File: src/common/census_pkg.sv
package census_pkg;

    // ========================================
    // size grid
    // ========================================
    localparam int max_size       = 5;   // largest row or column count
    localparam int cell_count     = 25;  // max_size * max_size
    localparam int cell_idx_width = 5;   // flat cache index

    // ========================================
    // datapath widths
    // ========================================
    localparam int coord_width = 3;  // holds 1..5
    localparam int cnt_width   = 5;  // one per-size count
    localparam int total_width = 8;  // sum over all sizes

    // ========================================
    // report characters
    // ========================================
    localparam logic [7:0] ascii_zero  = 8'h30;  // digit 0
    localparam logic [7:0] ascii_space = 8'h20;  // separator between fields
    localparam logic [7:0] ascii_star  = 8'h2a;  // between row, col and count

endpackage

File: src/census/census_scan.sv
`timescale 1ns/1ps

module census_scan import census_pkg::*; (
    input  logic                   clk,
    input  logic                   rst_n,
    input  logic                   start_req,
    input  logic [cnt_width-1:0]   qry_cnt,
    output logic                   busy,
    output logic [coord_width-1:0] qry_row,
    output logic [coord_width-1:0] qry_col,
    output logic                   wr_en,
    output logic [coord_width-1:0] wr_row,
    output logic [coord_width-1:0] wr_col,
    output logic [cnt_width-1:0]   wr_cnt,
    output logic                   scan_done,
    output logic [total_width-1:0] total
);

    localparam logic [2:0] st_idle = 3'd0;
    localparam logic [2:0] st_init = 3'd1;
    localparam logic [2:0] st_addr = 3'd2;  // drive query address
    localparam logic [2:0] st_wait = 3'd3;  // storage may answer a cycle late
    localparam logic [2:0] st_read = 3'd4;  // sample, cache, accumulate

    logic [2:0]             state;
    logic [coord_width-1:0] r_idx;
    logic [coord_width-1:0] c_idx;

    // cache write happens on the edge leaving the read state
    assign wr_en  = (state == st_read);
    assign wr_row = r_idx;
    assign wr_col = c_idx;
    assign wr_cnt = qry_cnt;

    always_ff @(posedge clk or negedge rst_n) begin
        if (!rst_n) begin
            state     <= st_idle;
            busy      <= 1'b0;
            scan_done <= 1'b0;
            total     <= '0;
            qry_row   <= coord_width'(1);
            qry_col   <= coord_width'(1);
            r_idx     <= coord_width'(1);
            c_idx     <= coord_width'(1);
        end else begin
            scan_done <= 1'b0;  // one-cycle pulse
            case (state)
                st_idle: begin
                    busy <= start_req;  // top only passes starts while idle
                    if (start_req) begin
                        state <= st_init;
                    end
                end
                st_init: begin
                    r_idx <= coord_width'(1);
                    c_idx <= coord_width'(1);
                    total <= '0;
                    state <= st_addr;
                end
                st_addr: begin
                    qry_row <= r_idx;
                    qry_col <= c_idx;
                    state   <= st_wait;
                end
                st_wait: state <= st_read;
                st_read: begin
                    total <= total + total_width'(qry_cnt);
                    // column first, then row
                    if (c_idx < max_size) begin
                        c_idx <= c_idx + 3'd1;
                        state <= st_addr;
                    end else if (r_idx < max_size) begin
                        r_idx <= r_idx + 3'd1;
                        c_idx <= coord_width'(1);
                        state <= st_addr;
                    end else begin
                        scan_done <= 1'b1;  // busy stays up this cycle
                        state     <= st_idle;
                    end
                end
                default: state <= st_idle;
            endcase
        end
    end

    // write only after the address has been held through the wait cycle
    a_wr_after_wait: assert property (@(posedge clk) disable iff (!rst_n)
        wr_en |-> $past(state) == st_wait && qry_row == wr_row && qry_col == wr_col);

    a_qry_range: assert property (@(posedge clk) disable iff (!rst_n)
        qry_row >= 1 && qry_row <= max_size && qry_col >= 1 && qry_col <= max_size);

endmodule

File: src/census/matrix_census_report.sv
`timescale 1ns/1ps

module matrix_census_report import census_pkg::*; (
    input  logic                   clk,
    input  logic                   rst_n,
    input  logic                   start_req,
    input  logic                   tx_busy,
    input  logic [cnt_width-1:0]   qry_cnt,
    output logic                   busy,
    output logic                   tx_start,
    output logic [7:0]             tx_data,
    output logic [coord_width-1:0] qry_row,
    output logic [coord_width-1:0] qry_col
);

    logic                   scan_busy;
    logic                   rpt_busy;
    logic                   start_go;
    logic                   wr_en;
    logic [coord_width-1:0] wr_row;
    logic [coord_width-1:0] wr_col;
    logic [cnt_width-1:0]   wr_cnt;
    logic                   scan_done;
    logic [total_width-1:0] total;
    logic [coord_width-1:0] rd_row;
    logic [coord_width-1:0] rd_col;
    logic [cnt_width-1:0]   rd_cnt;

    // scanner holds busy through scan_done, writer picks up the next cycle
    assign busy     = scan_busy | rpt_busy;
    assign start_go = start_req & ~busy;  // starts while busy are dropped

    census_scan u_scan (
        .clk       (clk),
        .rst_n     (rst_n),
        .start_req (start_go),
        .qry_cnt   (qry_cnt),
        .busy      (scan_busy),
        .qry_row   (qry_row),
        .qry_col   (qry_col),
        .wr_en     (wr_en),
        .wr_row    (wr_row),
        .wr_col    (wr_col),
        .wr_cnt    (wr_cnt),
        .scan_done (scan_done),
        .total     (total)
    );

    count_cache u_cache (
        .clk    (clk),
        .rst_n  (rst_n),
        .wr_en  (wr_en),
        .wr_row (wr_row),
        .wr_col (wr_col),
        .wr_cnt (wr_cnt),
        .rd_row (rd_row),
        .rd_col (rd_col),
        .rd_cnt (rd_cnt)
    );

    report_writer u_writer (
        .clk       (clk),
        .rst_n     (rst_n),
        .scan_done (scan_done),
        .total     (total),
        .rd_cnt    (rd_cnt),
        .tx_busy   (tx_busy),
        .busy      (rpt_busy),
        .rd_row    (rd_row),
        .rd_col    (rd_col),
        .tx_start  (tx_start),
        .tx_data   (tx_data)
    );

endmodule

File: src/census/report_writer.sv
`timescale 1ns/1ps

module report_writer import census_pkg::*; (
    input  logic                   clk,
    input  logic                   rst_n,
    input  logic                   scan_done,
    input  logic [total_width-1:0] total,
    input  logic [cnt_width-1:0]   rd_cnt,
    input  logic                   tx_busy,
    output logic                   busy,
    output logic [coord_width-1:0] rd_row,
    output logic [coord_width-1:0] rd_col,
    output logic                   tx_start,
    output logic [7:0]             tx_data
);

    // formatting states
    localparam logic [4:0] st_idle     = 5'd0;
    localparam logic [4:0] st_tot_hi   = 5'd1;
    localparam logic [4:0] st_tot_lo   = 5'd2;
    localparam logic [4:0] st_tot_sp   = 5'd3;
    localparam logic [4:0] st_chk      = 5'd4;
    localparam logic [4:0] st_row      = 5'd5;
    localparam logic [4:0] st_star1    = 5'd6;
    localparam logic [4:0] st_col      = 5'd7;
    localparam logic [4:0] st_star2    = 5'd8;
    localparam logic [4:0] st_cnt      = 5'd9;
    localparam logic [4:0] st_sp       = 5'd10;
    localparam logic [4:0] st_next     = 5'd11;
    localparam logic [4:0] st_finish   = 5'd12;  // return target for the last byte
    // send subroutine
    localparam logic [4:0] st_tx_start = 5'd16;
    localparam logic [4:0] st_tx_hi    = 5'd17;  // wait for tx_busy high
    localparam logic [4:0] st_tx_lo    = 5'd18;  // wait for tx_busy low
    localparam logic [4:0] st_tx_rec   = 5'd19;  // tx_start low for one cycle

    logic [4:0]             state;
    logic [4:0]             ret_state;
    logic [total_width-1:0] tot_q;
    logic [total_width-1:0] rem;  // count still to be listed

    always_ff @(posedge clk or negedge rst_n) begin
        if (!rst_n) begin
            state     <= st_idle;
            ret_state <= st_idle;
            busy      <= 1'b0;
            tx_start  <= 1'b0;
            tx_data   <= '0;
            tot_q     <= '0;
            rem       <= '0;
            rd_row    <= coord_width'(1);
            rd_col    <= coord_width'(1);
        end else begin
            case (state)
                st_idle: begin
                    if (scan_done) begin
                        busy  <= 1'b1;
                        tot_q <= total;
                        rem   <= total;
                        state <= st_tot_hi;
                    end
                end

                // ========================================
                // total, then a space
                // ========================================
                st_tot_hi: begin
                    if (tot_q >= 10) begin
                        tx_data   <= ascii_zero + 8'(tot_q / 10);
                        ret_state <= st_tot_lo;
                        state     <= st_tx_start;
                    end else begin
                        state <= st_tot_lo;  // single digit
                    end
                end
                st_tot_lo: begin
                    tx_data   <= ascii_zero + 8'(tot_q % 10);
                    ret_state <= st_tot_sp;
                    state     <= st_tx_start;
                end
                st_tot_sp: begin
                    tx_data   <= ascii_space;
                    ret_state <= (tot_q == 0) ? st_finish : st_chk;
                    state     <= st_tx_start;
                    rd_row    <= coord_width'(1);
                    rd_col    <= coord_width'(1);
                end

                // ========================================
                // row*col*count for each nonzero size
                // ========================================
                st_chk: state <= (rd_cnt != 0) ? st_row : st_next;
                st_row: begin
                    tx_data   <= ascii_zero + 8'(rd_row);
                    ret_state <= st_star1;
                    state     <= st_tx_start;
                end
                st_star1: begin
                    tx_data   <= ascii_star;
                    ret_state <= st_col;
                    state     <= st_tx_start;
                end
                st_col: begin
                    tx_data   <= ascii_zero + 8'(rd_col);
                    ret_state <= st_star2;
                    state     <= st_tx_start;
                end
                st_star2: begin
                    tx_data   <= ascii_star;
                    ret_state <= st_cnt;
                    state     <= st_tx_start;
                end
                st_cnt: begin
                    tx_data   <= ascii_zero + 8'(rd_cnt);  // count below 10
                    rem       <= rem - total_width'(rd_cnt);
                    ret_state <= st_sp;
                    state     <= st_tx_start;
                end
                st_sp: begin
                    tx_data   <= ascii_space;
                    // nothing left to list, so this space ends the report
                    ret_state <= (rem == 0) ? st_finish : st_next;
                    state     <= st_tx_start;
                end
                st_next: begin
                    if (rd_col < max_size) begin
                        rd_col <= rd_col + 3'd1;
                        state  <= st_chk;
                    end else if (rd_row < max_size) begin
                        rd_row <= rd_row + 3'd1;
                        rd_col <= coord_width'(1);
                        state  <= st_chk;
                    end else begin
                        busy  <= 1'b0;  // grid exhausted
                        state <= st_idle;
                    end
                end

                // ========================================
                // uart send subroutine
                // ========================================
                st_tx_start: begin
                    tx_start <= 1'b1;
                    state    <= st_tx_hi;
                end
                st_tx_hi: begin
                    if (tx_busy) begin
                        state <= st_tx_lo;
                    end
                end
                st_tx_lo: begin
                    if (!tx_busy) begin
                        tx_start <= 1'b0;
                        state    <= st_tx_rec;
                    end
                end
                st_tx_rec: begin
                    if (ret_state == st_finish) begin
                        busy  <= 1'b0;
                        state <= st_idle;
                    end else begin
                        state <= ret_state;
                    end
                end
                default: state <= st_idle;
            endcase
        end
    end

    a_data_stable: assert property (@(posedge clk) disable iff (!rst_n)
        tx_start && $past(tx_start) |-> tx_data == $past(tx_data));

    a_start_in_busy: assert property (@(posedge clk) disable iff (!rst_n)
        tx_start |-> busy);

endmodule

File: src/logic/count_cache.sv
`timescale 1ns/1ps

module count_cache import census_pkg::*; (
    input  logic                   clk,
    input  logic                   rst_n,
    input  logic                   wr_en,
    input  logic [coord_width-1:0] wr_row,
    input  logic [coord_width-1:0] wr_col,
    input  logic [cnt_width-1:0]   wr_cnt,
    input  logic [coord_width-1:0] rd_row,
    input  logic [coord_width-1:0] rd_col,
    output logic [cnt_width-1:0]   rd_cnt
);

    logic [cnt_width-1:0]      mem [cell_count];
    logic [cell_idx_width-1:0] wr_idx;
    logic [cell_idx_width-1:0] rd_idx;

    // one-based row/col to row-major flat index
    function automatic logic [cell_idx_width-1:0] flat_idx(
        input logic [coord_width-1:0] row,
        input logic [coord_width-1:0] col
    );
        int idx;
        idx = (int'(row) - 1) * max_size + (int'(col) - 1);
        return cell_idx_width'(idx);
    endfunction

    assign wr_idx = flat_idx(wr_row, wr_col);
    assign rd_idx = flat_idx(rd_row, rd_col);

    always_ff @(posedge clk) begin
        if (wr_en) begin
            mem[wr_idx] <= wr_cnt;
        end
    end

    assign rd_cnt = mem[rd_idx];  // zero-latency read

    // scanner must never address outside the grid
    a_wr_coord: assert property (@(posedge clk) disable iff (!rst_n)
        wr_en |-> wr_row >= 1 && wr_row <= max_size && wr_col >= 1 && wr_col <= max_size);

endmodule

File: config.mk
export PLATFORM = sky130hd
export DESIGN_NAME = matrix_census_report
export DESIGN_NICKNAME = d
export VERILOG_FILES = /design/src/common/census_pkg.sv /design/src/census/census_scan.sv /design/src/census/matrix_census_report.sv /design/src/census/report_writer.sv /design/src/logic/count_cache.sv
export SDC_FILE = /design/constraint.sdc
export NUM_CORES = 1
export LEC_CHECK = 0
export ABC_CLOCK_PERIOD_IN_PS = 5350
export BUFFER_PORTS_ARGS = -buffer_cell sky130_fd_sc_hd__buf_4
export CORE_UTILIZATION = 35
export CTS_BUF_LIST = sky130_fd_sc_hd__clkbuf_4
export CTS_CLUSTER_SIZE = 16
export DETAILED_ROUTE_END_ITERATION = 7
export SLEW_MARGIN = 20
export SYNTH_ARGS = -nofsm -noshare
export SYNTH_HDL_FRONTEND = slang
export SYNTH_HIERARCHICAL = 1
export SYNTH_SLANG_ARGS = --single-unit
File: constraint.sdc
create_clock -name clk -period 5.35 [get_ports clk]
set_clock_uncertainty 0.15 [all_clocks]
set_input_delay 1.07 -clock clk [delete_from_list [all_inputs] [get_ports clk]]
set_output_delay 1.07 -clock clk [all_outputs]
set_load 0.02 [all_outputs]
==> flow_summary.json, run 1 <==
{
  "status": "completed",
  "antenna_found_initial": 0,
  "clk_path_buf_depth": 2,
  "slew_violations": 0,
  "fin_util": 0.403,
  "clk_pin_slew_ns": 0.19,
  "synthesis.area_um2": 10400,
  "worstPathArrival_ns": 5.61,
  "synth_top_area_share": 0.359,
  "regArea_um2": 5410,
  "p_per_area_nw_per_um2": 277,
  "drt-total-wl_um": 23400,
  "viasPerCell": 5.49,
  "switching_share": 0.338,
  "layout_setup_ws_ns": 0.0576,
  "port_buffers": 24,
  "gp_congestion": 0.833,
  "grt_pass1_wl_um": 37500,
  "ff2ff_setup_slack_ns": 0.06,
  "tightestPinTransition_ns": 0.965,
  "grt_pass1_vias": 6846,
  "synth_seq_cells": 191,
  "synth_common_cells": "edfxtp_1 (125), nand2_1 (64), dfrtp_1 (60), nor2_1 (52), o21ai_0 (47)",
  "pwr-share-comb": 0.184,
  "hp-class": "register to register",
  "netlist_instances": 852,
  "synth.area.top_cells": "edfxtp_1 (36%), dfrtp_1 (14%), mux4_2 (7.5%)",
  "holdWs_ns": 0.361,
  "crit_path_start": "u_writer/rd_row[0]$_DFFE_PN1P_",
  "clkSinkCount": 191,
  "drc": 0,
  "crit_chain": "inv_2 -> ha_4 -> xor2_2 -> ha_1 -> ha_4 -> inv_2 -> fa_2 -> buf_12 -> mux4_2 -> mux2_4 -> mux4_2 -> ha_4 -> fa_2 -> nor2b_1 -> o21ai_1 -> nand2b_1 -> a211oi_2 -> buf_4 -> a311oi_2",
  "synth_async_sr_flop_share": 0.346,
  "cp_max_fo": 8,
  "grt_usage": 0.155,
  "synth_nets": 903,
  "multiInputGateArea_um2": 4760,
  "dp_slack_ns": -0.0109,
  "synth_cell_types": 88,
  "ant_nets": 0,
  "ys_warn_count": 6,
  "cp.required_ns": 5.67,
  "cp-start-kind": "register",
  "ys_seq_area_frac": 0.518,
  "dpl.cell_count": 1237,
  "relSlewSlack": 0.351,
  "area_growth_syn_to_layout_pct": 12.1,
  "cts_hold_buffers": 0,
  "routedWlPerCell_um": 18.2,
  "cts_root_buffer": "clkbuf_4",
  "first_iter_violations": 642,
  "antenna_cells": 0,
  "cp_slowest_cell": "fa_2",
  "final_cells": 1285,
  "synth-edff-count": 125,
  "fill_cells": 2781,
  "chipHeight_um": 175,
  "clockPowerShare": 0.287,
  "yosysTopAreaCell": "edfxtp_1",
  "synthFlopType": "edfxtp_1",
  "die_width_um": 175,
  "power_frac_seq": 0.529,
  "slowest_delay_ns": 0.72,
  "min_period_over_period": 0.989,
  "place_hpwl_um": 15500,
  "yosysMostFrequentCell": "edfxtp_1",
  "finalCriticalPeriod_ns": 5.29,
  "grt_max_degree": 67,
  "cts_tree": "built",
  "cts_made_buffers": 17,
  "setup_viol_count_final": 0,
  "initial_core_util": 0.360,
  "rows": 62,
  "cap_viol_max_count": 0,
  "core-area_um2": 29000,
  "cp_common_cell": "ha_4",
  "intPower_w": 0.00215,
  "avgSynthCellArea_um2": 12.3,
  "min_from": "u_writer/tx_data[7]$_DFFE_PN0P_",
  "die_area_um2": 30500,
  "leakage_nw": 4.43,
  "ir_drop_mv": 0.191,
  "hold_viol": 0,
  "crit-reg2reg-launch": "u_writer/rd_row[0]$_DFFE_PN1P_",
  "htree_levels": 4,
  "drive_gt1_frac": 0.225,
  "layout.nets": 939,
  "end_kind": "register",
  "dr.pass1.iters": 5,
  "path_class": "register to register",
  "ios": 25,
  "switchingPower_w": 0.00110,
  "gr-total-overflow": 0,
  "clock.fmax_mhz": 189,
  "clk-insertion-delay-late_ns": 0.60,
  "vias": 7061
}
-- registers in the layout, summed over array words and instances (netlist names) --
register	flops
u_cache/mem	125
u_scan/total	8
u_writer/rem	8
u_writer/tot_q	8
u_writer/tx_data	8
u_writer/state	5
u_writer/ret_state	4
u_scan/qry_col	3
u_scan/qry_row	3
u_scan/state	3
u_scan/wr_col	3
u_scan/wr_row	3
u_writer/rd_col	3
u_writer/rd_row	3
u_scan/busy	1
u_scan/scan_done	1
u_writer/busy	1
u_writer/tx_start	1
-- cells in the final DEF, fill, tap and decap left out, types with 7 or more instances in the layout --
cell,synthesis,layout
xor2_1,14,13
a211oi_1,8,7
nand3_1,15,15
nand2b_1,15,15
mux2_2,25,23
mux4_2,35,35
buf_4,7,57
nor2_1,52,52
nor3_1,46,46
edfxtp_1,125,125
o21ai_0,47,45
xnor2_1,11,11
a21oi_1,37,36
a31oi_1,12,12
ha_1,36,31
inv_1,34,30
mux2i_1,8,8
nand2_1,64,64
clkbuf_4,0,17
dfrtp_1,60,60
a22o_1,9,9
a21o_1,11,11
-- worst max-delay path, delay by kind of cell, from the launching register on --
family | cells | cell delay (ns)
xor+xnor | 1 | 0.17
compound gates | 3 | 0.43
flops | 1 | 0.58
fa+ha+maj | 6 | 2.07
simple gates | 2 | 0.23
buf+inv | 4 | 0.41
mux | 3 | 1.13
-- power groups by stage --
stage               combinational [W]  sequential, W  clock [W]
global placement             0.000591        0.00175          0
global route                 0.000675        0.00173    0.00101
detailed placement           0.000598        0.00175          0
CTS                          0.000600        0.00172   0.000960
floorplan                    0.000472        0.00173          0
finish                       0.000597        0.00172   0.000930
-- final timing paths --
kind                       cells past startpoint                         endpoint
min in group asynchronous                      1    u_writer/state[1]$_DFFE_PN0P_
hold / removal                                 2  u_writer/tx_data[7]$_DFFE_PN0P_
max in group asynchronous                      1    u_writer/tot_q[3]$_DFFE_PN0P_
setup / recovery                              19      u_writer/rem[6]$_DFFE_PN0P_
hold reg to reg                                2  u_writer/tx_data[7]$_DFFE_PN0P_
setup reg to reg                              19      u_writer/rem[6]$_DFFE_PN0P_
-- timing repair --
item / CTS / global route
gates resized for setup: 4 / 20
gates cloned: 1 / 2
setup endpoints to repair: 3 / 4
buffers inserted: 0 / 14
pin swaps: 2 / 12
-- layout make-up --
cell class                      count  area share
Sequential cell                   191       0.462
Multi-Input combinational cell    580       0.406
Timing Repair Buffer               63      0.0477
Tap cell                          384      0.0411
Clock inverter                     15      0.0203
Inverter                           35      0.0112
Clock buffer                       17      0.0109
-- kinds of logic after synthesis --
kind of cell,Yosys count,share of synthesized area
simple gates,244,0.118
compound gates,194,0.130
flops,191,0.518
buf+inv,81,0.0369
mux,69,0.112
fa+ha+maj,45,0.0575
xor+xnor,28,0.0276
-- metal layers --
metal / wire, um / GRT usage / vias up
met4: 212 / 0.0366 / 0
li1: - / - / 3316
met3: 875 / 0.0246 / 16
met5: 0 / 0 / -
met2: 11100 / 0.243 / 160
met1: 11300 / 0.225 / 3569
-- per-stage QoR --
step	setup TNS, ns	instance area, um^2	power [W]
2_1_floorplan	0	10400	0.00221
3_3_place_gp	0	11100	0.00234
3_5_place_dp	-0.0117	11100	0.00235
4_1_cts	0	11500	0.00328
5_1_grt	-0.0635	11700	0.00342
6_report	0	11700	0.00324
No activity file was read; power rests on OpenSTA's default activity.
==> run 2, diff against run 1 <==
BUFFER_PORTS_ARGS = -buffer_cell sky130_fd_sc_hd__clkbuf_2   (was -buffer_cell sky130_fd_sc_hd__buf_4)
==> flow_summary.json, run 2 (same netlist as run 1, synthesis figures left out) <==
{
  "final_cells": 1291,
  "slew_violations": 0,
  "cts_made_buffers": 17,
  "leakage_nw": 4.45,
  "clkSinkCount": 191,
  "r2r_end": "u_writer/rem[6]$_DFFE_PN0P_",
  "ir_drop_mv": 0.162,
  "cts_root_buffer": "clkbuf_4",
  "drc": 0,
  "final_cell_mix": "edfxtp_1 (125), nand2_1 (64), dfrtp_1 (60)",
  "crit_chain": "inv_2 -> ha_2 -> xor2_1 -> ha_1 -> ha_4 -> inv_1 -> fa_2 -> buf_12 -> clkbuf_4 -> mux4_2 -> mux2_2 -> mux4_2 -> inv_1 -> ha_1 -> o21ai_1 -> nand2b_1 -> a211oi_2 -> nor2_1 -> o21ba_2 -> a311oi_1",
  "cp-start-kind": "register",
  "tightestPinTransition_ns": 1.07,
  "drive_gt1_frac": 0.224,
  "end_kind": "register",
  "initial_core_util": 0.360,
  "ff2ff_setup_slack_ns": 0.17,
  "cts_hold_buffers": 0,
  "viasPerCell": 5.45,
  "ant_nets": 0,
  "gp_congestion": 0.858,
  "port_buffers": 24,
  "largest-register": "u_cache/mem",
  "dr.pass1.iters": 4,
  "layout.nets": 945,
  "dpl.cell_count": 1244,
  "vias": 7036,
  "regArea_um2": 5410,
  "status": "completed",
  "drt-total-wl_um": 23100,
  "clk_pin_slew_ns": 0.20,
  "core-area_um2": 29000,
  "grt_pass1_vias": 6809,
  "final_cell_area_um2": 11600,
  "area_growth_syn_to_layout_pct": 11.5,
  "gr-total-overflow": 0,
  "antenna_cells": 0,
  "chipHeight_um": 175,
  "worstPathArrival_ns": 5.51,
  "crit-reg2reg-launch": "u_writer/rd_row[0]$_DFFE_PN1P_",
  "first_iter_violations": 650,
  "clk-insertion-delay-late_ns": 0.60,
  "cp_max_fo": 7,
  "cts_tree": "built",
  "final_common_cell": "edfxtp_1",
  "finalCriticalPeriod_ns": 5.18,
  "path_class": "register to register",
  "cp.required_ns": 5.68,
  "cp_slowest_cell": "fa_2",
  "largest_reg_flops": 125,
  "antenna_found_initial": 0,
  "clock.fmax_mhz": 193,
  "slowest_delay_ns": 0.63,
  "cap_viol_max_count": 0,
  "multiInputGateArea_um2": 4700,
  "die_width_um": 175,
  "rows": 62,
  "finalPower_w": 0.00322,
  "fill_cells": 2779,
  "min_period_over_period": 0.968,
  "die_area_um2": 30500,
  "hp-class": "primary input to async pin",
  "ios": 25,
  "fin_util": 0.401,
  "hold_viol": 0,
  "grt_usage": 0.155,
  "htree_levels": 4,
  "place_area_um2": 11100,
  "p_per_area_nw_per_um2": 277,
  "place_hpwl_um": 15900,
  "setup_viol_count_final": 0,
  "relSlewSlack": 0.279,
  "clk_path_buf_depth": 2,
  "grt_max_degree": 55,
  "grt_pass1_wl_um": 37600,
  "ff2ff_path_depth": 20,
  "routedWlPerCell_um": 17.9
}
==> run 2: changes by cell type in the layout (fill, tap and decap cells not counted), moves of 2 or more <==
cell and delta:
clkbuf_2 +23, buf_4 -20, ha_4 -3, ha_1 +2
inv_12 +2
==> run 2: final cells by class <==
| class | instances | area share |
|---|---|---|
| inverter | 35 | 0.0113 |
| multi-input combinational | 580 | 0.404 |
| tap | 384 | 0.0413 |
| sequential | 191 | 0.465 |
| clock inverter | 15 | 0.0201 |
| timing repair buffer | 69 | 0.0477 |
| clock buffer | 17 | 0.0110 |
==> run 2: critical path, delay by kind of cell (launching register included) <==
family / cells / cell delay, ns
flops: 1 / 0.57
compound gates: 4 / 0.71
xor+xnor: 1 / 0.15
fa+ha+maj: 5 / 1.68
simple gates: 2 / 0.17
mux: 3 / 1.14
buf+inv: 5 / 0.51
==> run 2: how the worst max path moves through the flow <==
stage / from / to / slack (ns) / depth (start not counted)
after global routing: u_writer/rd_row[0]$_DFFE_PN1P_ / u_writer/rem[5]$_DFFE_PN0P_ / -0.02 / 22
after floorplan: u_writer/rd_row[0]$_DFFE_PN1P_ / u_writer/rem[5]$_DFFE_PN0P_ / 0.1 / 21
after detailed placement: u_writer/rd_row[0]$_DFFE_PN1P_ / u_writer/rem[5]$_DFFE_PN0P_ / 0.03 / 21
after global placement: u_writer/rd_row[0]$_DFFE_PN1P_ / u_writer/rem[6]$_DFFE_PN0P_ / 0.12 / 20
final: u_writer/rd_row[0]$_DFFE_PN1P_ / u_writer/rem[6]$_DFFE_PN0P_ / 0.17 / 20
after CTS: u_writer/rd_row[0]$_DFFE_PN1P_ / u_writer/rem[6]$_DFFE_PN0P_ / 0.02 / 20
==> run 2: where the power goes <==
part | total (W) | switching [W] | internal, W | leakage [nW]
clock network | 0.000917 | 0.000651 | 0.000266 | 0.187
registers | 0.00172 | 0.0000708 | 0.00165 | 2.01
logic | 0.000587 | 0.000362 | 0.000225 | 2.25
==> run 2: stage by stage <==
step	setup slack, ns	setup TNS, ns	hold WS, ns
3_3_place_gp	0.121	0	0.320
5_1_grt	-0.0191	-0.0323	0.166
3_5_place_dp	0.0266	0	0.323
4_1_cts	0.0245	0	0.163
6_report	0.172	0	0.188
2_1_floorplan	0.0966	0	0.298
==> run 2: what timing repair did <==
action                     4_1_cts  5_1_grt
pin swaps                        0       12
setup endpoints to repair        2        4
gates cloned                     0        2
setup buffers                    0       13
gates resized for setup          2       16
==> run 2: per-layer routing <==
layer / track usage / vias to the layer above / wire, um
li1: - / 3349 / -
met1: 0.223 / 3518 / 11200
met2: 0.246 / 150 / 10800
met3: 0.0287 / 19 / 1020
met4: 0.0250 / 0 / 182
met5: 0 / - / 0
==> run 3, diff against run 2 <==
CORE_MARGIN = 8   (was unset)
CTS_BUF_LIST = unset   (was sky130_fd_sc_hd__clkbuf_4)
==> flow_summary.json, run 3 (same netlist as run 1, synthesis figures left out) <==
{
  "final_cell_area_um2": 11900,
  "crit_path_start": "u_writer/rd_row[0]$_DFFE_PN1P_",
  "power_frac_seq": 0.464,
  "drc": 0,
  "hp-class": "register to register",
  "rows": 63,
  "cap_viol_max_count": 0,
  "layout.nets": 933,
  "relSlewSlack": 0.363,
  "hold_depth": 2,
  "core-area_um2": 29500,
  "antenna_found_initial": 0,
  "htree_levels": 4,
  "clk-insertion-delay-late_ns": 0.44,
  "largest-register": "u_cache/mem",
  "drt-total-wl_um": 24200,
  "ir_drop_mv": 0.196,
  "worstPathArrival_ns": 5.34,
  "drive_gt1_frac": 0.216,
  "grt_pass1_wl_um": 38800,
  "viasPerCell": 5.57,
  "min_from": "u_writer/tx_data[7]$_DFFE_PN0P_",
  "grt_usage": 0.135,
  "chipHeight_um": 189,
  "cp_top_family": "adder cells",
  "slew_violations": 0,
  "pwr-share-comb": 0.164,
  "crit_chain": "inv_2 -> ha_4 -> xor2_1 -> ha_1 -> ha_4 -> inv_1 -> fa_2 -> clkbuf_16 -> buf_4 -> mux4_2 -> mux2_4 -> mux4_2 -> ha_4 -> fa_2 -> nor2b_1 -> o21ai_1 -> nand2b_1 -> a211oi_2 -> nor2_1 -> o21ba_2 -> a311oi_2",
  "slowest_delay_ns": 0.63,
  "die_width_um": 189,
  "largest_reg_flops": 125,
  "ff2ff_path_depth": 21,
  "final_cell_mix": "edfxtp_1 (125), nand2_1 (64), dfrtp_1 (60)",
  "crit-reg2reg-launch": "u_writer/rd_row[0]$_DFFE_PN1P_",
  "area_growth_syn_to_layout_pct": 13.8,
  "grt_pass1_vias": 7011,
  "place_area_um2": 11000,
  "ios": 25,
  "switchingPower_w": 0.00116,
  "cts_made_buffers": 17,
  "port_buffers": 24,
  "final_common_cell": "edfxtp_1",
  "cts_root_buffer": "clkbuf_16",
  "fin_util": 0.403,
  "die_area_um2": 35600,
  "cp_slowest_cell": "fa_2",
  "grt_max_degree": 52,
  "final_cells": 1285,
  "leakage_nw": 4.52,
  "ant_nets": 0,
  "cp.required_ns": 5.51,
  "cts_hold_buffers": 0,
  "setup_viol_count_final": 0,
  "cp_common_cell": "ha_4",
  "cp-start-kind": "register",
  "end_kind": "register",
  "status": "completed",
  "clk_path_buf_depth": 2,
  "initial_core_util": 0.354,
  "p_per_area_nw_per_um2": 311,
  "min_period_over_period": 0.969,
  "intPower_w": 0.00254,
  "first_iter_violations": 642,
  "cts_tree": "built",
  "clk_pin_slew_ns": 0.09,
  "crit_path_end": "u_writer/rem[6]$_DFFE_PN0P_",
  "cp_max_fo": 7,
  "clock.fmax_mhz": 193,
  "cp.buffers_inverters": 4,
  "hold_viol": 0,
  "dr.pass1.iters": 7,
  "gr-total-overflow": 0,
  "tightestPinTransition_ns": 0.949,
  "switching_share": 0.313,
  "setup_tns_ns": 0,
  "ff2ff_setup_slack_ns": 0.17,
  "clockPowerShare": 0.371,
  "routedWlPerCell_um": 18.8,
  "finalPower_w": 0.00370,
  "r2r_end": "u_writer/rem[6]$_DFFE_PN0P_",
  "gp_congestion": 0.850,
  "dpl.cell_count": 1240,
  "place_hpwl_um": 16400,
  "finalCriticalPeriod_ns": 5.18,
  "vias": 7153,
  "antenna_cells": 0,
  "cp.depth": 21,
  "clkSinkCount": 191,
  "path_class": "register to register"
}
[run 3: final cells by class]
class / count / area, um^2
Clock inverter: 15 / 233
Multi-Input combinational cell: 580 / 4740
Sequential cell: 191 / 5410
Fill cell: 2789 / 17600
Tap cell: 390 / 488
Inverter: 35 / 131
Timing Repair Buffer: 57 / 464
Clock buffer: 17 / 425
[run 3: worst min-delay path by stage]
stage / endpoint / slack, ns
final: u_writer/tx_data[7]$_DFFE_PN0P_ / 0.35
after global routing: u_writer/tx_data[7]$_DFFE_PN0P_ / 0.38
after CTS: u_writer/rem[6]$_DFFE_PN0P_ / 0.35
after detailed placement: u_writer/tx_data[5]$_DFFE_PN0P_ / 0.33
after global placement: u_writer/tx_data[7]$_DFFE_PN0P_ / 0.32
after floorplan: u_writer/rem[6]$_DFFE_PN0P_ / 0.30
[run 3: per-layer routing]
metal / part of all wire / vias to the layer above / global-route usage / wire length [um]
li1: - / 3319 / - / -
met1: 0.45 / 3616 / 0.183 / 11000
met2: 0.49 / 203 / 0.219 / 11700
met3: 0.051 / 15 / 0.0262 / 1220
met4: 0.0085 / 0 / 0.0319 / 206
met5: 0 / - / 0 / 0
[run 3: power groups by stage]
stage | Combinational, W | Clock, W | Sequential, W
5_1_grt | 0.000683 | 0.00146 | 0.00173
4_1_cts | 0.000612 | 0.00141 | 0.00172
3_3_place_gp | 0.000590 | 0 | 0.00175
3_5_place_dp | 0.000611 | 0 | 0.00175
6_report | 0.000608 | 0.00137 | 0.00172
2_1_floorplan | 0.000472 | 0 | 0.00173
[run 3: worst min-delay path, cell delays in order, from the launching register on]
cell and delay [ns]:
dfrtp_1 0.35, nand2_1 0.04, o21ai_0 0.06
[run 3: through the flow]
step	hold slack, ns	worst slack, ns
2_1_floorplan	0.298	0.0966
3_3_place_gp	0.315	0.116
3_5_place_dp	0.332	-0.0497
4_1_cts	0.354	0.00934
5_1_grt	0.381	-0.00815
6_report	0.345	0.166
[run 3: timing repair]
| action | in CTS | in global routing |
|---|---|---|
| setup endpoints to repair | 2 | 4 |
| gates resized for setup | 2 | 17 |
| cloned | 1 | 2 |
| pin swaps | 0 | 7 |
| buffers inserted | 1 | 9 |
